===== src/design/riscv_pkg.sv =====
`default_nettype none

package riscv_pkg;

    // Data word or byte address.
    typedef logic [31:0] word_t;
    // Register index, x0 to x31.
    typedef logic [4:0] reg_addr_t;
    // ALU flags, packed as {zero, negative, carry, overflow}.
    typedef logic [3:0] alu_flags_t;

    // Bit positions inside alu_flags_t.
    localparam int FLAG_Z = 3;
    localparam int FLAG_N = 2;
    localparam int FLAG_C = 1;
    localparam int FLAG_V = 0;

    // Immediate kinds. ITYPE2 is the unsigned five-bit shift amount.
    typedef enum logic [2:0] {
        IMM_SRC_ITYPE,
        IMM_SRC_STYPE,
        IMM_SRC_BTYPE,
        IMM_SRC_JTYPE,
        IMM_SRC_UTYPE,
        IMM_SRC_ITYPE2
    } imm_src_e;

    typedef enum logic [3:0] {
        ALU_ADD,
        ALU_SUB,
        ALU_AND,
        ALU_OR,
        ALU_XOR,
        ALU_SLT,
        ALU_SLTU,
        ALU_SLL,
        ALU_SRL,
        ALU_SRA,
        ALU_PASS_B
    } alu_op_e;

    // Operand source, same encoding for both ALU inputs.
    typedef enum logic [1:0] {
        ALU_SRC_REG_1,
        ALU_SRC_REG_2,
        ALU_SRC_EXT_IMM,
        ALU_SRC_PC
    } alu_src_e;

    // Register write-back source.
    typedef enum logic [1:0] {
        RES_SRC_ALU_OUT,
        RES_SRC_PC_PLUS_4,
        RES_SRC_EXT_IMM,
        RES_SRC_MEM
    } res_src_e;

    typedef enum logic [1:0] {
        PC_SRC_PLUS_4,
        PC_SRC_PLUS_OFF,
        PC_SRC_REG_PLUS_OFF
    } pc_src_e;

    // Major opcodes of the supported subset.
    localparam logic [6:0] OPC_OP     = 7'b0110011;
    localparam logic [6:0] OPC_OP_IMM = 7'b0010011;
    localparam logic [6:0] OPC_LOAD   = 7'b0000011;
    localparam logic [6:0] OPC_STORE  = 7'b0100011;
    localparam logic [6:0] OPC_BRANCH = 7'b1100011;
    localparam logic [6:0] OPC_JAL    = 7'b1101111;
    localparam logic [6:0] OPC_JALR   = 7'b1100111;
    localparam logic [6:0] OPC_LUI    = 7'b0110111;
    localparam logic [6:0] OPC_AUIPC  = 7'b0010111;

    // Funct3 of OP and OP_IMM.
    localparam logic [2:0] F3_ADD_SUB = 3'b000;
    localparam logic [2:0] F3_SLL     = 3'b001;
    localparam logic [2:0] F3_SLT     = 3'b010;
    localparam logic [2:0] F3_SLTU    = 3'b011;
    localparam logic [2:0] F3_XOR     = 3'b100;
    localparam logic [2:0] F3_SR      = 3'b101;
    localparam logic [2:0] F3_OR      = 3'b110;
    localparam logic [2:0] F3_AND     = 3'b111;

    // Funct3 of BRANCH.
    localparam logic [2:0] F3_BEQ = 3'b000;
    localparam logic [2:0] F3_BNE = 3'b001;
    localparam logic [2:0] F3_BLT = 3'b100;
    localparam logic [2:0] F3_BGE = 3'b101;

    // Datapath controls from the decoder.
    typedef struct packed {
        logic     reg_we;
        imm_src_e imm_src;
        alu_op_e  alu_ctrl;
        alu_src_e alu_src_a;
        alu_src_e alu_src_b;
        res_src_e result_src;
        pc_src_e  pc_src;
    } ctrl_t;

endpackage

`default_nettype wire


===== src/design/alu.sv =====
`timescale 1ns/1ps
`default_nettype none

module alu import riscv_pkg::*; (
    input  word_t      a,
    input  word_t      b,
    input  alu_op_e    op,
    output word_t      y,
    output alu_flags_t flags
);
    logic        is_sub;
    logic        is_arith;
    word_t       b_eff;
    logic [32:0] sum;
    logic        carry;
    logic        overflow;

    // One adder serves add and sub, sub as a + ~b + 1.
    assign is_sub   = (op == ALU_SUB);
    assign is_arith = (op == ALU_ADD) || is_sub;
    assign b_eff    = is_sub ? ~b : b;
    assign sum      = {1'b0, a} + {1'b0, b_eff} + {32'd0, is_sub};

    always_comb begin
        case (op)
            ALU_ADD:    y = sum[31:0];
            ALU_SUB:    y = sum[31:0];
            ALU_AND:    y = a & b;
            ALU_OR:     y = a | b;
            ALU_XOR:    y = a ^ b;
            ALU_SLT:    y = {31'd0, $signed(a) < $signed(b)};
            ALU_SLTU:   y = {31'd0, a < b};
            // Shift amount is the low five bits of b.
            ALU_SLL:    y = a << b[4:0];
            ALU_SRL:    y = a >> b[4:0];
            ALU_SRA:    y = word_t'($signed(a) >>> b[4:0]);
            ALU_PASS_B: y = b;
            default:    y = '0;
        endcase
    end

    // Carry out is the no-borrow bit on a subtract.
    assign carry = is_arith ? sum[32] : 1'b0;
    // Signed overflow, operands alike in sign but result differs.
    assign overflow = is_arith ? ((a[31] == b_eff[31]) && (sum[31] != a[31])) : 1'b0;

    assign flags = {y == '0, y[31], carry, overflow};

endmodule

`default_nettype wire


===== src/design/control_unit.sv =====
`timescale 1ns/1ps
`default_nettype none

module control_unit import riscv_pkg::*; (
    input  logic       reset,
    input  word_t      instr,
    input  alu_flags_t alu_flags,
    output ctrl_t      ctrl,
    output logic       mem_we
);
    logic [6:0] opcode;
    logic [2:0] funct3;
    logic       funct7_b5;
    logic       taken;
    logic       dec_mem_we;
    ctrl_t      dec;

    assign opcode    = instr[6:0];
    assign funct3    = instr[14:12];
    assign funct7_b5 = instr[30];

    // ALU op from funct3; alt selects sub or sra.
    function automatic alu_op_e decode_alu(input logic [2:0] f3, input logic alt);
        alu_op_e op;
        case (f3)
            F3_ADD_SUB: op = alt ? ALU_SUB : ALU_ADD;
            F3_SLL:     op = ALU_SLL;
            F3_SLT:     op = ALU_SLT;
            F3_SLTU:    op = ALU_SLTU;
            F3_XOR:     op = ALU_XOR;
            F3_SR:      op = alt ? ALU_SRA : ALU_SRL;
            F3_OR:      op = ALU_OR;
            default:    op = ALU_AND;
        endcase
        return op;
    endfunction

    // Branch outcome from rs1 - rs2 flags.
    always_comb begin
        case (funct3)
            F3_BEQ:  taken = alu_flags[FLAG_Z];
            F3_BNE:  taken = !alu_flags[FLAG_Z];
            // Signed less than is N xor V.
            F3_BLT:  taken = alu_flags[FLAG_N] ^ alu_flags[FLAG_V];
            F3_BGE:  taken = !(alu_flags[FLAG_N] ^ alu_flags[FLAG_V]);
            default: taken = 1'b0;
        endcase
    end

    always_comb begin
        // Defaults describe a plain no-write, fall-through step.
        dec.reg_we     = 1'b0;
        dec.imm_src    = IMM_SRC_ITYPE;
        dec.alu_ctrl   = ALU_ADD;
        dec.alu_src_a  = ALU_SRC_REG_1;
        dec.alu_src_b  = ALU_SRC_REG_2;
        dec.result_src = RES_SRC_ALU_OUT;
        dec.pc_src     = PC_SRC_PLUS_4;
        dec_mem_we     = 1'b0;
        case (opcode)
            OPC_OP: begin
                dec.reg_we   = 1'b1;
                dec.alu_ctrl = decode_alu(funct3, funct7_b5);
            end
            OPC_OP_IMM: begin
                dec.reg_we    = 1'b1;
                dec.alu_src_b = ALU_SRC_EXT_IMM;
                // Only srai uses bit 30; addi has no subtract form.
                dec.alu_ctrl  = decode_alu(funct3, (funct3 == F3_SR) && funct7_b5);
                if ((funct3 == F3_SLL) || (funct3 == F3_SR)) begin
                    dec.imm_src = IMM_SRC_ITYPE2;
                end
            end
            OPC_LOAD: begin
                dec.reg_we     = 1'b1;
                dec.alu_src_b  = ALU_SRC_EXT_IMM;
                dec.result_src = RES_SRC_MEM;
            end
            OPC_STORE: begin
                dec.imm_src   = IMM_SRC_STYPE;
                dec.alu_src_b = ALU_SRC_EXT_IMM;
                dec_mem_we    = 1'b1;
            end
            OPC_BRANCH: begin
                dec.imm_src  = IMM_SRC_BTYPE;
                dec.alu_ctrl = ALU_SUB;
                dec.pc_src   = taken ? PC_SRC_PLUS_OFF : PC_SRC_PLUS_4;
            end
            OPC_JAL: begin
                dec.reg_we     = 1'b1;
                dec.imm_src    = IMM_SRC_JTYPE;
                dec.result_src = RES_SRC_PC_PLUS_4;
                dec.pc_src     = PC_SRC_PLUS_OFF;
            end
            OPC_JALR: begin
                dec.reg_we     = 1'b1;
                dec.result_src = RES_SRC_PC_PLUS_4;
                dec.pc_src     = PC_SRC_REG_PLUS_OFF;
            end
            OPC_LUI: begin
                // Immediate goes straight to rd.
                dec.reg_we     = 1'b1;
                dec.imm_src    = IMM_SRC_UTYPE;
                dec.result_src = RES_SRC_EXT_IMM;
            end
            OPC_AUIPC: begin
                dec.reg_we    = 1'b1;
                dec.imm_src   = IMM_SRC_UTYPE;
                dec.alu_src_a = ALU_SRC_PC;
                dec.alu_src_b = ALU_SRC_EXT_IMM;
            end
            default: begin
                dec.reg_we = 1'b0;
            end
        endcase
    end

    // No architectural writes while in reset.
    always_comb begin
        ctrl        = dec;
        ctrl.reg_we = dec.reg_we && !reset;
    end

    assign mem_we = dec_mem_we && !reset;

endmodule

`default_nettype wire


===== src/design/datapath.sv =====
`timescale 1ns/1ps
`default_nettype none

module datapath import riscv_pkg::*; #(
    parameter word_t RESET_PC = '0
) (
    input  logic       clk,
    input  logic       reset,
    input  word_t      instr,
    input  ctrl_t      ctrl,
    input  word_t      read_data,
    output word_t      pc,
    output word_t      alu_out,
    output alu_flags_t alu_flags,
    output word_t      write_data
);
    word_t ext_imm;
    word_t reg_rd1;
    word_t reg_rd2;
    word_t reg_wr_data;
    word_t pc_plus_4;
    word_t pc_plus_off;
    word_t reg_plus_off;
    word_t pc_next;
    word_t alu_op_a;
    word_t alu_op_b;

    imm_extend u_imm_extend (
        .instr   (instr),
        .imm_src (ctrl.imm_src),
        .ext_imm (ext_imm)
    );

    // Fixed rs1, rs2 and rd fields.
    register_file u_register_file (
        .clk   (clk),
        .addr1 (instr[19:15]),
        .addr2 (instr[24:20]),
        .addr3 (instr[11:7]),
        .wd3   (reg_wr_data),
        .we    (ctrl.reg_we),
        .rd1   (reg_rd1),
        .rd2   (reg_rd2)
    );

    // Next PC candidates.
    assign pc_plus_4    = pc + 32'd4;
    assign pc_plus_off  = pc + ext_imm;
    assign reg_plus_off = reg_rd1 + ext_imm;

    always_comb begin
        case (ctrl.pc_src)
            PC_SRC_PLUS_OFF:     pc_next = pc_plus_off;
            // jalr target has bit 0 cleared.
            PC_SRC_REG_PLUS_OFF: pc_next = {reg_plus_off[31:1], 1'b0};
            default:             pc_next = pc_plus_4;
        endcase
    end

    // Only state in the datapath besides the register file.
    always_ff @(posedge clk) begin
        if (reset) begin
            pc <= RESET_PC;
        end else begin
            pc <= pc_next;
        end
    end

    // Operand select.
    always_comb begin
        case (ctrl.alu_src_a)
            ALU_SRC_REG_1:   alu_op_a = reg_rd1;
            ALU_SRC_REG_2:   alu_op_a = reg_rd2;
            ALU_SRC_EXT_IMM: alu_op_a = ext_imm;
            default:         alu_op_a = pc;
        endcase
    end

    always_comb begin
        case (ctrl.alu_src_b)
            ALU_SRC_REG_1:   alu_op_b = reg_rd1;
            ALU_SRC_REG_2:   alu_op_b = reg_rd2;
            ALU_SRC_EXT_IMM: alu_op_b = ext_imm;
            default:         alu_op_b = pc;
        endcase
    end

    alu u_alu (
        .a     (alu_op_a),
        .b     (alu_op_b),
        .op    (ctrl.alu_ctrl),
        .y     (alu_out),
        .flags (alu_flags)
    );

    // Write-back select.
    always_comb begin
        case (ctrl.result_src)
            RES_SRC_PC_PLUS_4: reg_wr_data = pc_plus_4;
            RES_SRC_EXT_IMM:   reg_wr_data = ext_imm;
            RES_SRC_MEM:       reg_wr_data = read_data;
            default:           reg_wr_data = alu_out;
        endcase
    end

    // Store data is always rs2.
    assign write_data = reg_rd2;

endmodule

`default_nettype wire


===== src/design/imm_extend.sv =====
`timescale 1ns/1ps
`default_nettype none

module imm_extend import riscv_pkg::*; (
    input  word_t    instr,
    input  imm_src_e imm_src,
    output word_t    ext_imm
);
    word_t i_imm;
    word_t s_imm;
    word_t b_imm;
    word_t j_imm;
    word_t u_imm;
    word_t sh_imm;

    // Sign bit is always instr[31].
    assign i_imm  = {{20{instr[31]}}, instr[31:20]};
    assign s_imm  = {{20{instr[31]}}, instr[31:25], instr[11:7]};
    // Branch and jump offsets are in halfwords, bit 0 is zero.
    assign b_imm  = {{19{instr[31]}}, instr[31], instr[7], instr[30:25], instr[11:8], 1'b0};
    assign j_imm  = {{11{instr[31]}}, instr[31], instr[19:12], instr[20], instr[30:21], 1'b0};
    assign u_imm  = {instr[31:12], 12'd0};
    // Shift amount, zero extended.
    assign sh_imm = {27'd0, instr[24:20]};

    always_comb begin
        case (imm_src)
            IMM_SRC_ITYPE:  ext_imm = i_imm;
            IMM_SRC_STYPE:  ext_imm = s_imm;
            IMM_SRC_BTYPE:  ext_imm = b_imm;
            IMM_SRC_JTYPE:  ext_imm = j_imm;
            IMM_SRC_UTYPE:  ext_imm = u_imm;
            IMM_SRC_ITYPE2: ext_imm = sh_imm;
            default:        ext_imm = i_imm;
        endcase
    end

endmodule

`default_nettype wire


===== src/design/register_file.sv =====
`timescale 1ns/1ps
`default_nettype none

module register_file import riscv_pkg::*; (
    input  logic      clk,
    input  reg_addr_t addr1,
    input  reg_addr_t addr2,
    input  reg_addr_t addr3,
    input  word_t     wd3,
    input  logic      we,
    output word_t     rd1,
    output word_t     rd2
);
    word_t regs [32];

    // Write on the edge; x0 is never written.
    always_ff @(posedge clk) begin
        if (we && (addr3 != '0)) begin
            regs[addr3] <= wd3;
        end
    end

    // Combinational reads, x0 reads as zero.
    assign rd1 = (addr1 == '0) ? '0 : regs[addr1];
    assign rd2 = (addr2 == '0) ? '0 : regs[addr2];

endmodule

`default_nettype wire


===== src/design/riscv_core.sv =====
`timescale 1ns/1ps
`default_nettype none

module riscv_core import riscv_pkg::*; #(
    parameter word_t RESET_PC = '0
) (
    input  logic  clk,
    input  logic  reset,
    input  word_t instr,
    input  word_t dmem_rdata,
    output word_t imem_addr,
    output word_t dmem_addr,
    output word_t dmem_wdata,
    output logic  dmem_we
);
    // Decoded controls and ALU flags.
    ctrl_t      ctrl;
    alu_flags_t alu_flags;

    control_unit u_control_unit (
        .reset     (reset),
        .instr     (instr),
        .alu_flags (alu_flags),
        .ctrl      (ctrl),
        .mem_we    (dmem_we)
    );

    // PC drives the instruction port, ALU result the data address.
    datapath #(
        .RESET_PC (RESET_PC)
    ) u_datapath (
        .clk        (clk),
        .reset      (reset),
        .instr      (instr),
        .ctrl       (ctrl),
        .read_data  (dmem_rdata),
        .pc         (imem_addr),
        .alu_out    (dmem_addr),
        .alu_flags  (alu_flags),
        .write_data (dmem_wdata)
    );

endmodule

`default_nettype wire


===== config.mk =====
export PLATFORM = sky130hd
export DESIGN_NAME = riscv_core
export DESIGN_NICKNAME = d
export VERILOG_FILES = /design/src/design/riscv_pkg.sv /design/src/design/alu.sv /design/src/design/control_unit.sv /design/src/design/datapath.sv /design/src/design/imm_extend.sv /design/src/design/register_file.sv /design/src/design/riscv_core.sv
export SDC_FILE = /design/constraint.sdc
export NUM_CORES = 2
export LEC_CHECK = 0
export BUFFER_PORTS_ARGS = -buffer_cell sky130_fd_sc_hd__buf_2
export CAP_MARGIN = 10
export CORE_ASPECT_RATIO = 0.5
export CORE_MARGIN = 3
export CORE_UTILIZATION = 34
export CTS_BUF_LIST = sky130_fd_sc_hd__clkbuf_4 sky130_fd_sc_hd__clkbuf_8
export DETAILED_ROUTE_END_ITERATION = 7
export MAX_ROUTING_LAYER = met4
export SETUP_SLACK_MARGIN = 0.4
export SLEW_MARGIN = 20
export SYNTH_ARGS = -nofsm -noshare
export SYNTH_HDL_FRONTEND = slang
export SYNTH_SLANG_ARGS = --single-unit

===== constraint.sdc =====
create_clock -name clk -period 21.9 [get_ports clk]
set_clock_uncertainty 0.15 [all_clocks]
set_input_delay 2.19 -clock clk [delete_from_list [all_inputs] [get_ports clk]]
set_output_delay 2.19 -clock clk [all_outputs]
set_load 0.01 [all_outputs]

==> results.cfg <==
[run_status]
status = complete, but fails checks
violations = design-rule violations

[layout]
layout-drive-gt1-share_pct = 23.4
fin_area_um2 = 71700
final_common_cell = edfxtp_1
fillers = 17377
fin_util_pct = 38.8
syn_to_final_growth_pct = 12.6
register_area_um2 = 31400
nets = 5393
final_cell_mix = 1024 x edfxtp_1, 377 x mux2i_1, 368 x mux4_2
multi_input_area_um2 = 30700

[setup_path]
worst-setup-path-type = input port to output port
critPathLaunchType = input port
crit_fanout = 102
required_ps = 19560
r2r-start = u_datapath.u_register_file.regs[15][13]
reg2reg_slack_ps = 12120
critPathLaunch = instr[16]
crit_path_end_kind = output port
crit_arrival_ps = 10520

[synth]
ys_warn_count = 0
ys_async_sr_fraction_pct = 0
yosysUniqueCellTypes = 108
synth-edff-count = 1024
syn_area_um2 = 63700
syn_avg_cell_area_um2 = 13.0
ys_seq_elements = 1056
ys.flop_type = edfxtp_1
synthCells = 4911
ys_seq_area_share_pct = 49.3

[sta]
min_period_ps = 12860
hold_viol = 0
tightestPinTransition_ps = 1290
max-slew-margin-rel_pct = 13.9
setup_violations = 0
slew_violations = 0
fmax_mhz = 77.7
fin_crit_sh_pct = 58.7
rsz0062_at_grt = no
setup_tns_ps = 0

[hold_path]
min_from = u_datapath.pc[0]
hold_class = flip-flop to flip-flop

[route]
wl_um = 289000
drtAntennaViolNets = 0
wl_per_cell_um = 37.3
vias_per_cell = 6.52
drc_errors = 1
vias = 50621
firstDrtPassIters = 8
drtIter0Drc = 7708

[clocking]
cts_tree = built
cts_resized = 0
cts.clk_slew.worst_paths_ps = 60
clock_latency_ps = 910
cts_max_level = 4
cts_sinks = 1056
clock_path_buffers = 3
cts_buffers = 170
cts_hold_buf = 0
cts_setup_buffers = 0
clockRootBuffer = clkbuf_8

[die]
num_io_pins = 163
num_rows = 111
core_um2 = 185000
initial_core_util_pct = 34.5
die-width_um = 618
die_h_um = 312
die-area_um2 = 193000

[grt]
track_usage_pct = 30.1
overflow = 0
grt_max_degree = 103
grt_pass1_wl_um = 397000
grt_pass1_vias = 49196
antenna_found_initial = 12

[placed_design]
dpl-instance-area_um2 = 68100
place.gp.congestion = 1.05
portBuffers = 162
hpwl_um = 197000

[job]
max_cap_viol_count = 0

[pwr]
ir_worst_vdd_mv = 0.0453
cellPowerDensity_nw_per_um2 = 86.7
fin_total_pwr_mw = 6.21
leakage_nw = 25.0
[metal layers]
| layer | vias to the layer above | share of wire (%) | wire length (um) | GRT usage [%] |
|---|---|---|---|---|
| met2 | 3569 | 45 | 130000 | 45.4 |
| met5 | - | 0 | 0 | - |
| li1 | 20314 | - | - | - |
| met4 | 0 | 5.9 | 17200 | 15.7 |
| met3 | 698 | 11 | 32600 | 7.05 |
| met1 | 26040 | 38 | 109000 | 37.8 |
[area by class of cell]
| class | instances | share of cell area [%] |
|---|---|---|
| repair buffers | 377 | 3.54 |
| flip-flops and latches | 1056 | 43.8 |
| diodes | 15 | 0.0524 |
| well taps | 2486 | 4.34 |
| inverters | 120 | 0.632 |
| clock inverters | 83 | 0.980 |
| multi-input cells | 3408 | 42.9 |
| clock buffers | 215 | 3.74 |
[Yosys cell counts (all sizes together) (79+ instances only)]
| library cell | count | area share, % |
|---|---|---|
| o21ai | 151 | 1.2 |
| inv | 120 | 0.71 |
| nor2 | 309 | 1.8 |
| a21oi | 309 | 2.4 |
| ha | 191 | 3.8 |
| buf | 190 | 1.8 |
| nor3 | 84 | 0.68 |
| o22ai | 94 | 0.92 |
| mux2i | 377 | 5.9 |
| nand2 | 184 | 1.1 |
| a21o | 79 | 0.93 |
| edfxtp | 1024 | 48 |
| a22oi | 165 | 1.9 |
| mux4 | 368 | 13 |
| clkbuf | 168 | 0.99 |
[critical path, stage by stage]
cell and delay, ps:
buf_8 480, buf_12 570, buf_4 890, mux2i_1 310
a22oi_1 110, a21oi_1 240, nor4_1 120, buf_4 220
a22oi_1 560, inv_1 290, fa_1 470, a21o_1 200
a21o_1 230, a211oi_1 360, or4_1 230, a31oi_1 160
a221o_1 420, a211oi_1 430, a21oi_1 180, a31o_2 300
nand2_1 90, o211ai_1 120, a21oi_1 450, inv_1 290
buf_2 220
[cell families (layout without fill, tap and decap cells)]
group	after synthesis	after routing	share of synthesized area, %
adders and majority gates	194	194	3.85
xor gates and xnor gates	128	128	1.76
and+or+nand+nor	947	947	7.36
AOI/OAI and AO/OA	1289	1289	13.9
DFF	1056	1056	49.3
other	1	47	0.00589
muxes	818	818	20.2
buffers and inverters	478	795	3.52
[stage by stage]
step / hold slack, ps / instances / setup slack, ps
after floorplan: 434 / 4942 / 10300
after global placement: 559 / 7440 / 8710
after detailed placement: 546 / 7442 / 8770
after CTS: 550 / 7740 / 9120
after global routing: 579 / 7754 / 8580
final: 550 / 7760 / 9040
[path summary, 6_finish.rpt]
| kind | endpoint | cells after the start |
|---|---|---|
| setup reg to reg | u_datapath.pc[31] | 29 |
| setup / recovery | dmem_addr[30] | 25 |
| hold reg to reg | u_datapath.pc[0] | 2 |
| hold / removal | u_datapath.pc[0] | 2 |
[registers in the layout, indices dropped and copies added (netlist names)]
name,cells
u_datapath.u_register_file.regs,1024
u_datapath.pc,32
[where the power goes]
part	total [mW]	switching [mW]	internal, mW
Combinational	1.88	1.36	0.523
Sequential	2.58	0.0162	2.57
Clock	1.75	0.845	0.907
(Power assumes the default switching activity.)
